===== config.mk =====
export PLATFORM = sky130hd
export DESIGN_NAME = psgTop
export DESIGN_NICKNAME = d
export VERILOG_FILES = /design/src/verilog/psgBusPkg.sv /design/src/verilog/psgVoicePkg.sv /design/src/verilog/psgBusArb.sv /design/src/verilog/psgWaveChannel.sv /design/src/verilog/psgWaveTable.sv /design/src/verilog/psgMixer.sv /design/src/verilog/psgTop.sv
export SDC_FILE = /design/constraint.sdc
export NUM_CORES = 2
export LEC_CHECK = 0
export BUFFER_PORTS_ARGS = -buffer_cell sky130_fd_sc_hd__buf_2
export CAP_MARGIN = 20
export CORE_MARGIN = 2
export CORE_UTILIZATION = 40
export CTS_CLUSTER_DIAMETER = 30
export DETAILED_ROUTE_END_ITERATION = 12
export PLACE_DENSITY = 0.6
export SETUP_SLACK_MARGIN = 0.15
export SYNTH_ARGS = -nofsm -noshare
export SYNTH_HDL_FRONTEND = slang
export SYNTH_SLANG_ARGS = --single-unit

===== constraint.sdc =====
create_clock -name clk -period 6.1 [get_ports clk]
set_clock_uncertainty 0.2 [all_clocks]
set_input_delay 1.83 -clock clk [delete_from_list [all_inputs] [get_ports clk]]
set_output_delay 1.83 -clock clk [all_outputs]
set_load 0.01 [all_outputs]

===== src/verilog/psgBusPkg.sv =====
`default_nettype none

// ====================
// wave table bus types
// ====================

package psgBusPkg;

	// index into the 64 entry wave table
	typedef logic [5:0] waveAddr_t;

	// one wave sample, two's complement
	typedef logic signed [7:0] sample_t;

	// channel number, also the bus owner index
	typedef logic [2:0] chanIdx_t;

endpackage

`default_nettype wire


===== src/verilog/psgVoicePkg.sv =====
`default_nettype none

// ====================
// voice and mix types
// ====================

package psgVoicePkg;

	// phase accumulator, upper bits select the table entry
	typedef logic [15:0] phase_t;

	// phase step added on each sample tick
	typedef logic [15:0] freq_t;

	typedef logic [3:0] vol_t;

	// sample scaled by volume
	typedef logic signed [12:0] voice_t;

	typedef logic signed [15:0] mix_t;

endpackage

`default_nettype wire


===== src/verilog/psgBusArb.sv =====
`timescale 1ns/1ns
`default_nettype none

module psgBusArb #(
	parameter int NumChannels = 8
) (
	input wire clk,
	input wire rst,
	input wire busCe,
	input wire ack,
	input wire [NumChannels-1:0] fetchReq,
	output logic [NumChannels-1:0] grant,
	output psgBusPkg::chanIdx_t busOwner
);

	logic [NumChannels-1:0] nextGrant;
	psgBusPkg::chanIdx_t nextOwner;

	// lowest numbered requester wins, so scan from the top down
	always_comb begin
		nextGrant = '0;
		nextOwner = '0;
		for (int i = NumChannels - 1; i >= 0; i--) begin
			if (fetchReq[i]) begin
				nextGrant = '0;
				nextGrant[i] = 1'b1;
				nextOwner = psgBusPkg::chanIdx_t'(i);
			end
		end
	end

	// re-arbitrate only on an enabled cycle with the transfer done
	always_ff @(posedge clk) begin
		if (rst) begin
			grant <= '0;
			busOwner <= '0;
		end else if (busCe && ack && (|fetchReq)) begin
			grant <= nextGrant;
			busOwner <= nextOwner;
		end
		// no requester keeps the last owner on the bus
	end

endmodule

`default_nettype wire


===== src/verilog/psgWaveChannel.sv =====
`timescale 1ns/1ns
`default_nettype none

module psgWaveChannel (
	input wire clk,
	input wire rst,
	input wire sampleTick,
	input wire cfgWe,
	input wire psgVoicePkg::freq_t cfgFreq,
	input wire psgVoicePkg::vol_t cfgVol,
	input wire cfgEnable,
	input wire grant,
	input wire dataValid,
	input wire psgBusPkg::sample_t readData,
	output logic fetchReq,
	output psgBusPkg::waveAddr_t fetchAddr,
	output psgVoicePkg::voice_t voice
);

	localparam int IdxBits = $bits(psgBusPkg::waveAddr_t);
	localparam int PhaseBits = $bits(psgVoicePkg::phase_t);

	psgVoicePkg::freq_t freq;
	psgVoicePkg::vol_t vol;
	logic enable;
	psgVoicePkg::phase_t phase;
	psgBusPkg::waveAddr_t lastIdx;
	logic sampleHeld;
	logic stepped;
	psgVoicePkg::voice_t voiceReg;
	logic capture;

	assign fetchAddr = phase[PhaseBits-1 -: IdxBits];
	// only take bus data that answers our own pending request
	assign capture = dataValid && grant && fetchReq;
	assign voice = enable ? voiceReg : '0;

	// ====================
	// settings and phase
	// ====================
	always_ff @(posedge clk) begin
		if (rst) begin
			enable <= 1'b0;
			phase <= '0;
			stepped <= 1'b0;
		end else if (cfgWe) begin
			freq <= cfgFreq;
			vol <= cfgVol;
			enable <= cfgEnable;
			phase <= '0;
			stepped <= 1'b0;
		end else begin
			stepped <= sampleTick && enable;
			if (sampleTick && enable) begin
				phase <= phase + freq;
			end
		end
	end

	// request a fetch the cycle after a step if the index moved
	always_ff @(posedge clk) begin
		if (rst) begin
			fetchReq <= 1'b0;
			sampleHeld <= 1'b0;
		end else if (cfgWe) begin
			fetchReq <= 1'b0;
			sampleHeld <= 1'b0;
		end else if (capture) begin
			fetchReq <= 1'b0;
			sampleHeld <= 1'b1;
		end else if (stepped && ((fetchAddr != lastIdx) || !sampleHeld)) begin
			fetchReq <= 1'b1;
		end
	end

	// scaled sample, volume is zero extended before the multiply
	always_ff @(posedge clk) begin
		if (cfgWe) begin
			voiceReg <= '0;
		end else if (capture) begin
			voiceReg <= psgVoicePkg::voice_t'(readData) * psgVoicePkg::voice_t'(vol);
			lastIdx <= fetchAddr;
		end
	end

endmodule

`default_nettype wire


===== src/verilog/psgWaveTable.sv =====
`timescale 1ns/1ns
`default_nettype none

module psgWaveTable #(
	parameter int NumChannels = 8,
	parameter int ReadLatency = 2
) (
	input wire clk,
	input wire rst,
	input wire tblWe,
	input wire psgBusPkg::waveAddr_t tblAddr,
	input wire psgBusPkg::sample_t tblData,
	input wire [NumChannels-1:0] fetchReq,
	input wire psgBusPkg::waveAddr_t [NumChannels-1:0] fetchAddr,
	input wire psgBusPkg::chanIdx_t busOwner,
	output logic ack,
	output logic dataValid,
	output psgBusPkg::sample_t readData
);

	typedef enum logic [1:0] {Idle, Reading, Done} tblState_t;

	localparam int Depth = 2 ** $bits(psgBusPkg::waveAddr_t);

	psgBusPkg::sample_t mem [Depth];
	tblState_t state;
	logic [2:0] latCnt;
	psgBusPkg::waveAddr_t rdAddr;
	psgBusPkg::chanIdx_t rdChan;

	// ack is low only while a read is in flight
	assign ack = (state != Reading);
	assign dataValid = (state == Done);

	// host port, independent of the read side
	always_ff @(posedge clk) begin
		if (tblWe) begin
			mem[tblAddr] <= tblData;
		end
	end

	always_ff @(posedge clk) begin
		if (rst) begin
			state <= Idle;
			latCnt <= '0;
		end else begin
			case (state)
				Idle: begin
					latCnt <= '0;
					if (fetchReq[busOwner]) begin
						state <= Reading;
					end
				end
				Reading: begin
					// requester withdrew, e.g. reconfigured mid-read
					if (!fetchReq[rdChan]) begin
						state <= Idle;
					end else if (latCnt == 3'(ReadLatency - 1)) begin
						state <= Done;
					end else begin
						latCnt <= latCnt + 3'd1;
					end
				end
				Done: state <= Idle;
				default: state <= Idle;
			endcase
		end
	end

	// latch the request at the start, read the array on the last cycle
	always_ff @(posedge clk) begin
		if (state == Idle && fetchReq[busOwner]) begin
			rdAddr <= fetchAddr[busOwner];
			rdChan <= busOwner;
		end
		if (state == Reading && latCnt == 3'(ReadLatency - 1)) begin
			readData <= mem[rdAddr];
		end
	end

endmodule

`default_nettype wire


===== src/verilog/psgMixer.sv =====
`timescale 1ns/1ns
`default_nettype none

module psgMixer #(
	parameter int NumChannels = 8
) (
	input wire clk,
	input wire rst,
	input wire sampleTick,
	input wire psgVoicePkg::voice_t [NumChannels-1:0] voices,
	output psgVoicePkg::mix_t mixOut
);

	psgVoicePkg::mix_t sum;

	// each voice is sign extended to the mix width before adding
	always_comb begin
		sum = '0;
		for (int i = 0; i < NumChannels; i++) begin
			sum = sum + psgVoicePkg::mix_t'($signed(voices[i]));
		end
	end

	// ====================
	// output register
	// ====================
	always_ff @(posedge clk) begin
		if (rst) begin
			mixOut <= '0;
		end else if (sampleTick) begin
			mixOut <= sum;
		end
	end

endmodule

`default_nettype wire


===== src/verilog/psgTop.sv =====
`timescale 1ns/1ns
`default_nettype none

module psgTop #(
	parameter int NumChannels = 8,
	parameter int ReadLatency = 2
) (
	input wire clk,
	input wire rst,
	input wire busCe,
	input wire sampleTick,
	input wire cfgWe,
	input wire psgBusPkg::chanIdx_t cfgChan,
	input wire psgVoicePkg::freq_t cfgFreq,
	input wire psgVoicePkg::vol_t cfgVol,
	input wire cfgEnable,
	input wire tblWe,
	input wire psgBusPkg::waveAddr_t tblAddr,
	input wire psgBusPkg::sample_t tblData,
	output psgVoicePkg::mix_t mixOut,
	output psgBusPkg::chanIdx_t busOwner,
	output logic [NumChannels-1:0] grant
);

	logic [NumChannels-1:0] fetchReq;
	psgBusPkg::waveAddr_t [NumChannels-1:0] fetchAddr;
	psgVoicePkg::voice_t [NumChannels-1:0] voices;
	logic ack;
	logic dataValid;
	psgBusPkg::sample_t readData;

	psgBusArb #(.NumChannels(NumChannels)) busArb_i (
		.clk(clk),
		.rst(rst),
		.busCe(busCe),
		.ack(ack),
		.fetchReq(fetchReq),
		.grant(grant),
		.busOwner(busOwner)
	);

	// one channel per slot, config strobe decoded by channel number
	for (genvar i = 0; i < NumChannels; i++) begin : gChan
		psgWaveChannel chan_i (
			.clk(clk),
			.rst(rst),
			.sampleTick(sampleTick),
			.cfgWe(cfgWe && (cfgChan == psgBusPkg::chanIdx_t'(i))),
			.cfgFreq(cfgFreq),
			.cfgVol(cfgVol),
			.cfgEnable(cfgEnable),
			.grant(grant[i]),
			.dataValid(dataValid),
			.readData(readData),
			.fetchReq(fetchReq[i]),
			.fetchAddr(fetchAddr[i]),
			.voice(voices[i])
		);
	end

	psgWaveTable #(.NumChannels(NumChannels), .ReadLatency(ReadLatency)) waveTable_i (
		.clk(clk),
		.rst(rst),
		.tblWe(tblWe),
		.tblAddr(tblAddr),
		.tblData(tblData),
		.fetchReq(fetchReq),
		.fetchAddr(fetchAddr),
		.busOwner(busOwner),
		.ack(ack),
		.dataValid(dataValid),
		.readData(readData)
	);

	psgMixer #(.NumChannels(NumChannels)) mixer_i (
		.clk(clk),
		.rst(rst),
		.sampleTick(sampleTick),
		.voices(voices),
		.mixOut(mixOut)
	);

endmodule

`default_nettype wire


# Yosys cells after proc, flatten, opt, wreduce, memory -nomap -nowiden
# Memories as Yosys holds them, arrays and structs flattened. A register that Yosys moved wholly into a read port is not among the register bits.
# Index checks and enable logic that the tools add are counted.
# W data, S select, Z words.
[word_totals]
regBits = 513
ramBits = 512
inputBits = 44
elab_cells = 275
memories = 1
[mem_list]
columns = ["name", "words", "width", "rd", "rd_clocked_by_memory_dff", "wr", "line_no", "source"]
rows = [
  ["waveTable_i.mem", 64, 8, 1, 1, 1, "psgWaveTable.sv:25", "psgBusPkg::sample_t mem [Depth];"],
]
[classes]
addsub = 16
mul = 8
order_cmp = 2
n_eq_ne = 23
n_mux = 39
bitwise_logic = 9
n_reduce_logical = 98
[op_table]
columns = ["op", "count"]
rows = [
  ["$add A16 B16 Y16", 8],
  ["$mul A8 B5 Y13", 8],
  ["$mux W13", 8],
  ["$add A16 B13 Y16", 5],
  ["$mux W8", 8],
  ["$ne A6 B6 Y1", 8],
  ["$logic_and A1 B1 Y1", 44],
  ["$reduce_and A2 Y1", 17],
  ["$mux W3", 10],
  ["$reduce_or A3 Y1", 8],
  ["$bmux W6 S3", 1],
  ["$reduce_or A2 Y1", 8],
  ["$add A14 B13 Y15", 1],
  ["$add A13 B13 Y14", 1],
  ["$eq A3 B3 Y1 const B", 4],
  ["$not A1 Y1", 9],
  ["$logic_not A1 Y1", 8],
  ["$logic_or A1 B1 Y1", 8],
  ["$lt A3 B4 Y1 const B", 2],
  ["$reduce_or A8 Y1", 1],
  ["$bmux W1 S3", 2],
  ["$eq A3 B1 Y1 const B", 2],
  ["$eq A3 B2 Y1 const B", 2],
  ["$mux W2", 3],
  ["other kinds (14)", 19],
]

# Depth between registers and ports, before layout
[logic_depth]
word_depth = 8
mapped_depth = 25

# Cells and area by module
# A second synthesis with hierarchy kept.
[hier_totals]
cells_unflattened = 5077
hier_area_um2 = 58446.1
[by_module_without_submodules]
columns = ["mod", "instances", "cells_each", "area_per_inst_um2", "seq_area_each_um2"]
rows = [
  ["psgWaveTable", 1, 1032, 21257.9, 15985.3],
  ["psgWaveChannel at gChan[3].chan_i ...", 2, 442, 4100.2, 1441.4],
  ["psgWaveChannel at gChan[1].chan_i", 1, 451, 4162.7, 1441.4],
  ["psgWaveChannel at gChan[6].chan_i", 1, 439, 4149.0, 1441.4],
  ["psgWaveChannel at gChan[7].chan_i", 1, 444, 4127.7, 1441.4],
  ["psgWaveChannel at gChan[2].chan_i", 1, 444, 4108.9, 1441.4],
  ["psgWaveChannel at gChan[5].chan_i", 1, 441, 4102.7, 1441.4],
  ["psgWaveChannel at gChan[0].chan_i", 1, 437, 4055.1, 1441.4],
  ["psgMixer", 1, 436, 3681.0, 320.3],
  ["psgBusArb", 1, 61, 504.2, 220.2],
  ["psgTop", 1, 8, 96.3, 0.0],
]

# Worst setup path before layout
# No wires, ideal clock.
[synth_path]
path_type = "register to register"
startpoint = "register gChan[2].chan_i.enable"
endpoint = "register mixer_i.mixOut[15]"
setup_time_ns = 0.078
arrival_time_ns = 6.039
required_ns = 5.822
path_slack_ns = -0.217
stages_incl_launch_ff = 25
path_buffers = 2
synth_period_minus_slack_ns = 6.317
path_cell_list = "dfxtp_1 > clkbuf_1 > clkbuf_1 > nand2_1 > fa_1 > inv_1 > fa_1 > a21o_1 > a21oi_1 > nor2b_1 > or4_1 > a41o_1 > o41ai_2 > xnor2_1 > fa_1 > fa_1 > inv_1 > fa_1 > inv_1 > ha_1 > and4_1 > nand2_1 > o21bai_1 > mux2_2 > nor3_1"
[synth_via]
elab_chain_cells = 7
[synth_lines]
columns = ["element", "line_no", "source"]
rows = [
  ["start: declaration", "psgWaveChannel.sv:25", "logic enable;"],
  ["start signal: assignment", "psgWaveChannel.sv:49", "enable <= cfgEnable;"],
  ["$mux W13", "psgWaveChannel.sv:36", "assign voice = enable ? voiceReg : '0;"],
  ["$add A14 B13 Y15", "psgMixer.sv:20", "sum = sum + psgVoicePkg::mix_t'($signed(voices[i]));"],
  ["$add A16 B13 Y16 (5 in series)", "psgMixer.sv:20", ""],
  ["end signal: assignment", "psgMixer.sv:31", "mixOut <= sum;"],
  ["end: declaration", "psgMixer.sv:11", "output psgVoicePkg::mix_t mixOut"],
]
# No other way between the ends.
# A chain may end at the register's enable or synchronous reset.

# Worst setup path after layout
[layout_path]
startpoint = "register gChan[2].chan_i.voiceReg[1]"
endpoint = "register mixer_i.mixOut[15]"
[layout_via]
elab_chain_cells = 7
[layout_lines]
columns = ["element", "line_no", "source"]
rows = [
  ["start: declaration", "psgWaveChannel.sv:30", "psgVoicePkg::voice_t voiceReg;"],
  ["start signal: assignment", "psgWaveChannel.sv:81", "voiceReg <= psgVoicePkg::voice_t'(readData) * psgVoicePkg::voice_t'(vol);"],
  ["$mux W13", "psgWaveChannel.sv:36", ""],
  ["$add A14 B13 Y15", "psgMixer.sv:20", ""],
  ["$add A16 B13 Y16 (5 in series)", "psgMixer.sv:20", ""],
]
# No other way between the ends.

==> impl_metrics.tcl <==
set metrics [dict create \
    status "complete, no violations" \
    worstSetupPathType "reg -> reg" \
    whs_ps 221 \
    pin_count 71 \
    comb_power_share_pct 3.2 \
    syn_avg_cell_area_um2 11.8 \
    synthCells 4835 \
    fin_crit_ps 5950 \
    nFillCells 12500 \
    final-setup-viol-count 0 \
    yosys_warnings 0 \
    routedWlPerCell_um 19.7 \
    gp_congestion 0.878 \
    postLayoutCellArea_um2 67900 \
    crit_path_frequent_cell "fa_1" \
    power_density_nw_per_um2 306 \
    hold_viol 0 \
    setup.worst_path.start_class "flip-flop" \
    num_rows 138 \
    track_usage_pct 19.4 \
    dr.first_iter.drc_count 2639 \
    wl_met1_um 61700 \
    drive_above_1_share_pct 15.0 \
    min_period_over_period_pct 97.6 \
    finalPower_mw 20.8 \
    antenna_found_initial 15 \
    p_sw_mw 4.61 \
    highest_layer "met4" \
    power.share.clock_pct 60.0 \
    drv_slew 0 \
    required_ps 6590 \
    cts_tree "yes" \
    ir_worst_vdd_v 0.000282 \
    cts_root_buf "clkbuf_16" \
    coreArea_um2 141000 \
    synth-edff-count 737 \
    wl_met2_um 67900 \
    globalRouteOverflowTotal 0 \
    fmax_mhz 168 \
    syn_area_um2 57000 \
    seqPwrFrac_pct 36.9 \
    yosysUniqueCellTypes 81 \
    crit_family "adder cells" \
    first_pass_iters 6 \
    dieArea_um2 145000 \
    slowest_delay_ps 540 \
    hold_buffers 0 \
    critPathBufInv 3 \
    clk_pin_slew_worst_paths_ps 50 \
    wl_met3_um 7070 \
    cp.arrival_ps 6440 \
    tightest_slew_ps 1050 \
    syn-num-nets 5435 \
    cp_max_fo 2 \
    p_sw_share_pct 22.2 \
    p_int_mw 16.2 \
    numCtsBuffers 226 \
    dr_total_vias 37500 \
    htreeDepth 4 \
    ys_seq_elements 1033 \
    ys.flop_type "edfxtp_1" \
    rsz0062_at_grt "true" \
    port_buffers 70 \
    ctsLongestPathBuffers 3 \
    dp_hpwl_um 96700 \
    clock_latency_ps 860 \
    dieWidth_um 381 \
    initial_core_util_pct 40.3 \
    fp.dieH_um 381 \
    routed_via_density 5.27 \
    ant_nets 0 \
    min_path_type "reg -> reg" \
    place_area_um2 59500 \
    drc_errors 0 \
    ys_seq_area_share_pct 49.2 \
    finalNetCount 5627 \
    cp_slowest_cell "fa_1" \
    wl_um 140000 \
    slew_headroom_pct 29.5 \
    async_flop_share_pct 0 \
    grt_max_degree 129 \
    clkSinkCount 1033 \
    grt_pass1_vias 38000 \
    grt_pass1_wl_um 220000 \
    area_growth_syn_to_layout_pct 19.2 \
    cap_violations 0 \
    path_cells "nand2_2 -> fa_1 -> inv_2 -> ha_4 -> fa_2 -> a21o_1 -> a21oi_2 -> nor2b_1 -> or4_4 -> a41o_1 -> o41ai_2 -> xnor2_1 -> fa_1 -> fa_1 -> inv_1 -> fa_1 -> inv_2 -> ha_4 -> and4_1 -> nand2_1 -> o21bai_1 -> mux2_4 -> nor3_2" \
    total_leakage_power_nw 26.6 \
    crit_path_end_kind "flip-flop" \
]
-- final cells by class --
| class | instances | area [um2] | share of cell area, % |
|---|---|---|---|
| antenna | 6 | 15.0 | 0.0221 |
| clock buffer | 270 | 5930 | 8.74 |
| clock inverter | 156 | 2120 | 3.12 |
| inverter | 460 | 1730 | 2.54 |
| multi-input combinational | 3156 | 26600 | 39.1 |
| sequential | 1033 | 28100 | 41.3 |
| tap | 1890 | 2360 | 3.48 |
| timing repair buffer | 150 | 1100 | 1.62 |
-- power groups by stage --
| stage | clock network, mW | logic, mW | registers, mW |
|---|---|---|---|
| global placement | 0 | 0.633 | 7.79 |
| finish | 12.5 | 0.656 | 7.67 |
| floorplan | 0 | 0.402 | 7.77 |
| global route | 13.0 | 0.733 | 7.67 |
| CTS | 12.6 | 0.648 | 7.67 |
| detailed placement | 0 | 0.643 | 7.80 |
-- through the flow --
stage	util [%]	std cells	setup WS (ps)	TNS [ps]
floorplan	-	4835	122	0
global placement	42.1	6675	-50.5	-50.5
detailed placement	42.1	6675	-62.3	-62.3
CTS	47.8	7103	83.6	0
global route	48.0	7116	-86.9	-98.8
finish	48.0	7121	145	0
-- worst reg2reg max path: stages (launching register included) --
cell and delay, ps:
dfxtp_2 330, nand2_2 70, fa_1 540, inv_2 50, ha_4 160, fa_2 390
a21o_1 200, a21oi_2 160, nor2b_1 80, or4_4 430, a41o_1 230, o41ai_2 240
xnor2_1 180, fa_1 460, fa_1 490, inv_1 50, fa_1 490, inv_2 50
ha_4 260, and4_1 180, nand2_1 60, o21bai_1 190, mux2_4 320, nor3_2 100
-- Yosys cell counts, types with 9 or more instances --
cell type | number | area share, %
mux2i_1 | 54 | 0.95
nor2_1 | 303 | 2.0
o41ai_1 | 14 | 0.22
o21ai_0 | 105 | 0.92
mux2_2 | 9 | 0.18
nand3_1 | 101 | 0.89
fa_1 | 215 | 7.6
o21bai_1 | 28 | 0.37
dfxtp_1 | 296 | 10
ha_1 | 341 | 7.5
and2_1 | 200 | 2.2
o211ai_1 | 16 | 0.21
or3_1 | 14 | 0.15
nand2b_1 | 36 | 0.40
xor2_1 | 69 | 1.1
nor4_1 | 16 | 0.18
mux4_2 | 176 | 7.0
inv_1 | 459 | 3.0
nand4_1 | 32 | 0.35
a21oi_1 | 286 | 2.5
o21ai_1 | 10 | 0.088
or2_2 | 18 | 0.20
nand2_1 | 487 | 3.2
xnor2_1 | 138 | 2.1
nor2b_1 | 41 | 0.45
clkbuf_1 | 137 | 0.90
o21a_1 | 27 | 0.36
buf_4 | 16 | 0.21
a211oi_1 | 49 | 0.65
and3_1 | 30 | 0.33
edfxtp_1 | 737 | 39
buf_2 | 14 | 0.12
a211o_1 | 9 | 0.14
a31oi_1 | 20 | 0.22
nor3_1 | 80 | 0.70
a21o_1 | 83 | 1.1
or4_1 | 17 | 0.22
buf_1 | 19 | 0.13
a22o_1 | 18 | 0.28
-- worst paths after layout --
| check | startpoint | endpoint | slack (ps) | depth (start not counted) |
|---|---|---|---|---|
| hold reg to reg | gChan[1].chan_i.stepped | gChan[1].chan_i.fetchReq | 220 | 2 |
| setup reg to reg | gChan[2].chan_i.voiceReg[1] | mixer_i.mixOut[15] | 150 | 23 |
| setup / recovery | gChan[2].chan_i.voiceReg[1] | mixer_i.mixOut[15] | 150 | 23 |
| hold / removal | gChan[1].chan_i.stepped | gChan[1].chan_i.fetchReq | 220 | 2 |
-- layout by cell type (no fill, tap or decap), types with 36 or more instances in the layout --
cell type   Yosys  final
edfxtp_1      737    737
nand2_1       487    484
inv_1         459    456
ha_1          341    337
nor2_1        303    300
dfxtp_1       296    292
a21oi_1       286    281
clkbuf_16       0    227
fa_1          215    212
and2_1        200    200
mux4_2        176    176
xnor2_1       138    138
o21ai_0       105    104
nand3_1       101    101
a21o_1         83     83
nor3_1         80     75
buf_2          14     70
xor2_1         69     69
buf_4          16     68
mux2i_1        54     54
a211oi_1       49     49
nor2b_1        41     39
clkinvlp_4      0     37
nand2b_1       36     36
-- logic make-up after synthesis --
kind of cell,Yosys count,synth area share [%]
AOI/OAI and AO/OA,744,8.28
xor gates and xnor gates,207,3.18
adders and majority gates,556,15.0
and+or+nand+nor,1410,11.8
buffers and inverters,646,4.39
muxes,239,8.08
DFF,1033,49.2
-- sequential cells by signal, indices dropped and copies added (netlist names), 3 cells and up --
register,cells
waveTable_i.rdAddr,6
mixer_i.mixOut,16
gChan.chan_i.stepped,8
gChan.chan_i.freq,128
gChan.chan_i.fetchReq,8
waveTable_i.readData,8
busArb_i.busOwner,3
gChan.chan_i.sampleHeld,8
waveTable_i.mem,512
gChan.chan_i.voiceReg,104
waveTable_i.latCnt,3
gChan.chan_i.enable,8
gChan.chan_i.lastIdx,48
gChan.chan_i.vol,32
gChan.chan_i.phase,128
waveTable_i.rdChan,3
busArb_i.grant,8
-- routing by layer --
metal  global-route usage [%]  up-vias
met5                        0        -
met4                     6.07        0
met3                     3.21      201
met2                     32.6      923
met1                     25.5    18700
li1                         -    17700
-- timing repair --
action / in CTS / in global routing
resized for setup: 12 / 10
setup endpoints to repair: 3 / 6
buffers inserted: 2 / 4
gates cloned: 0 / 0
pin swaps: 15 / 9
No activity file was read; power rests on OpenSTA's default activity.
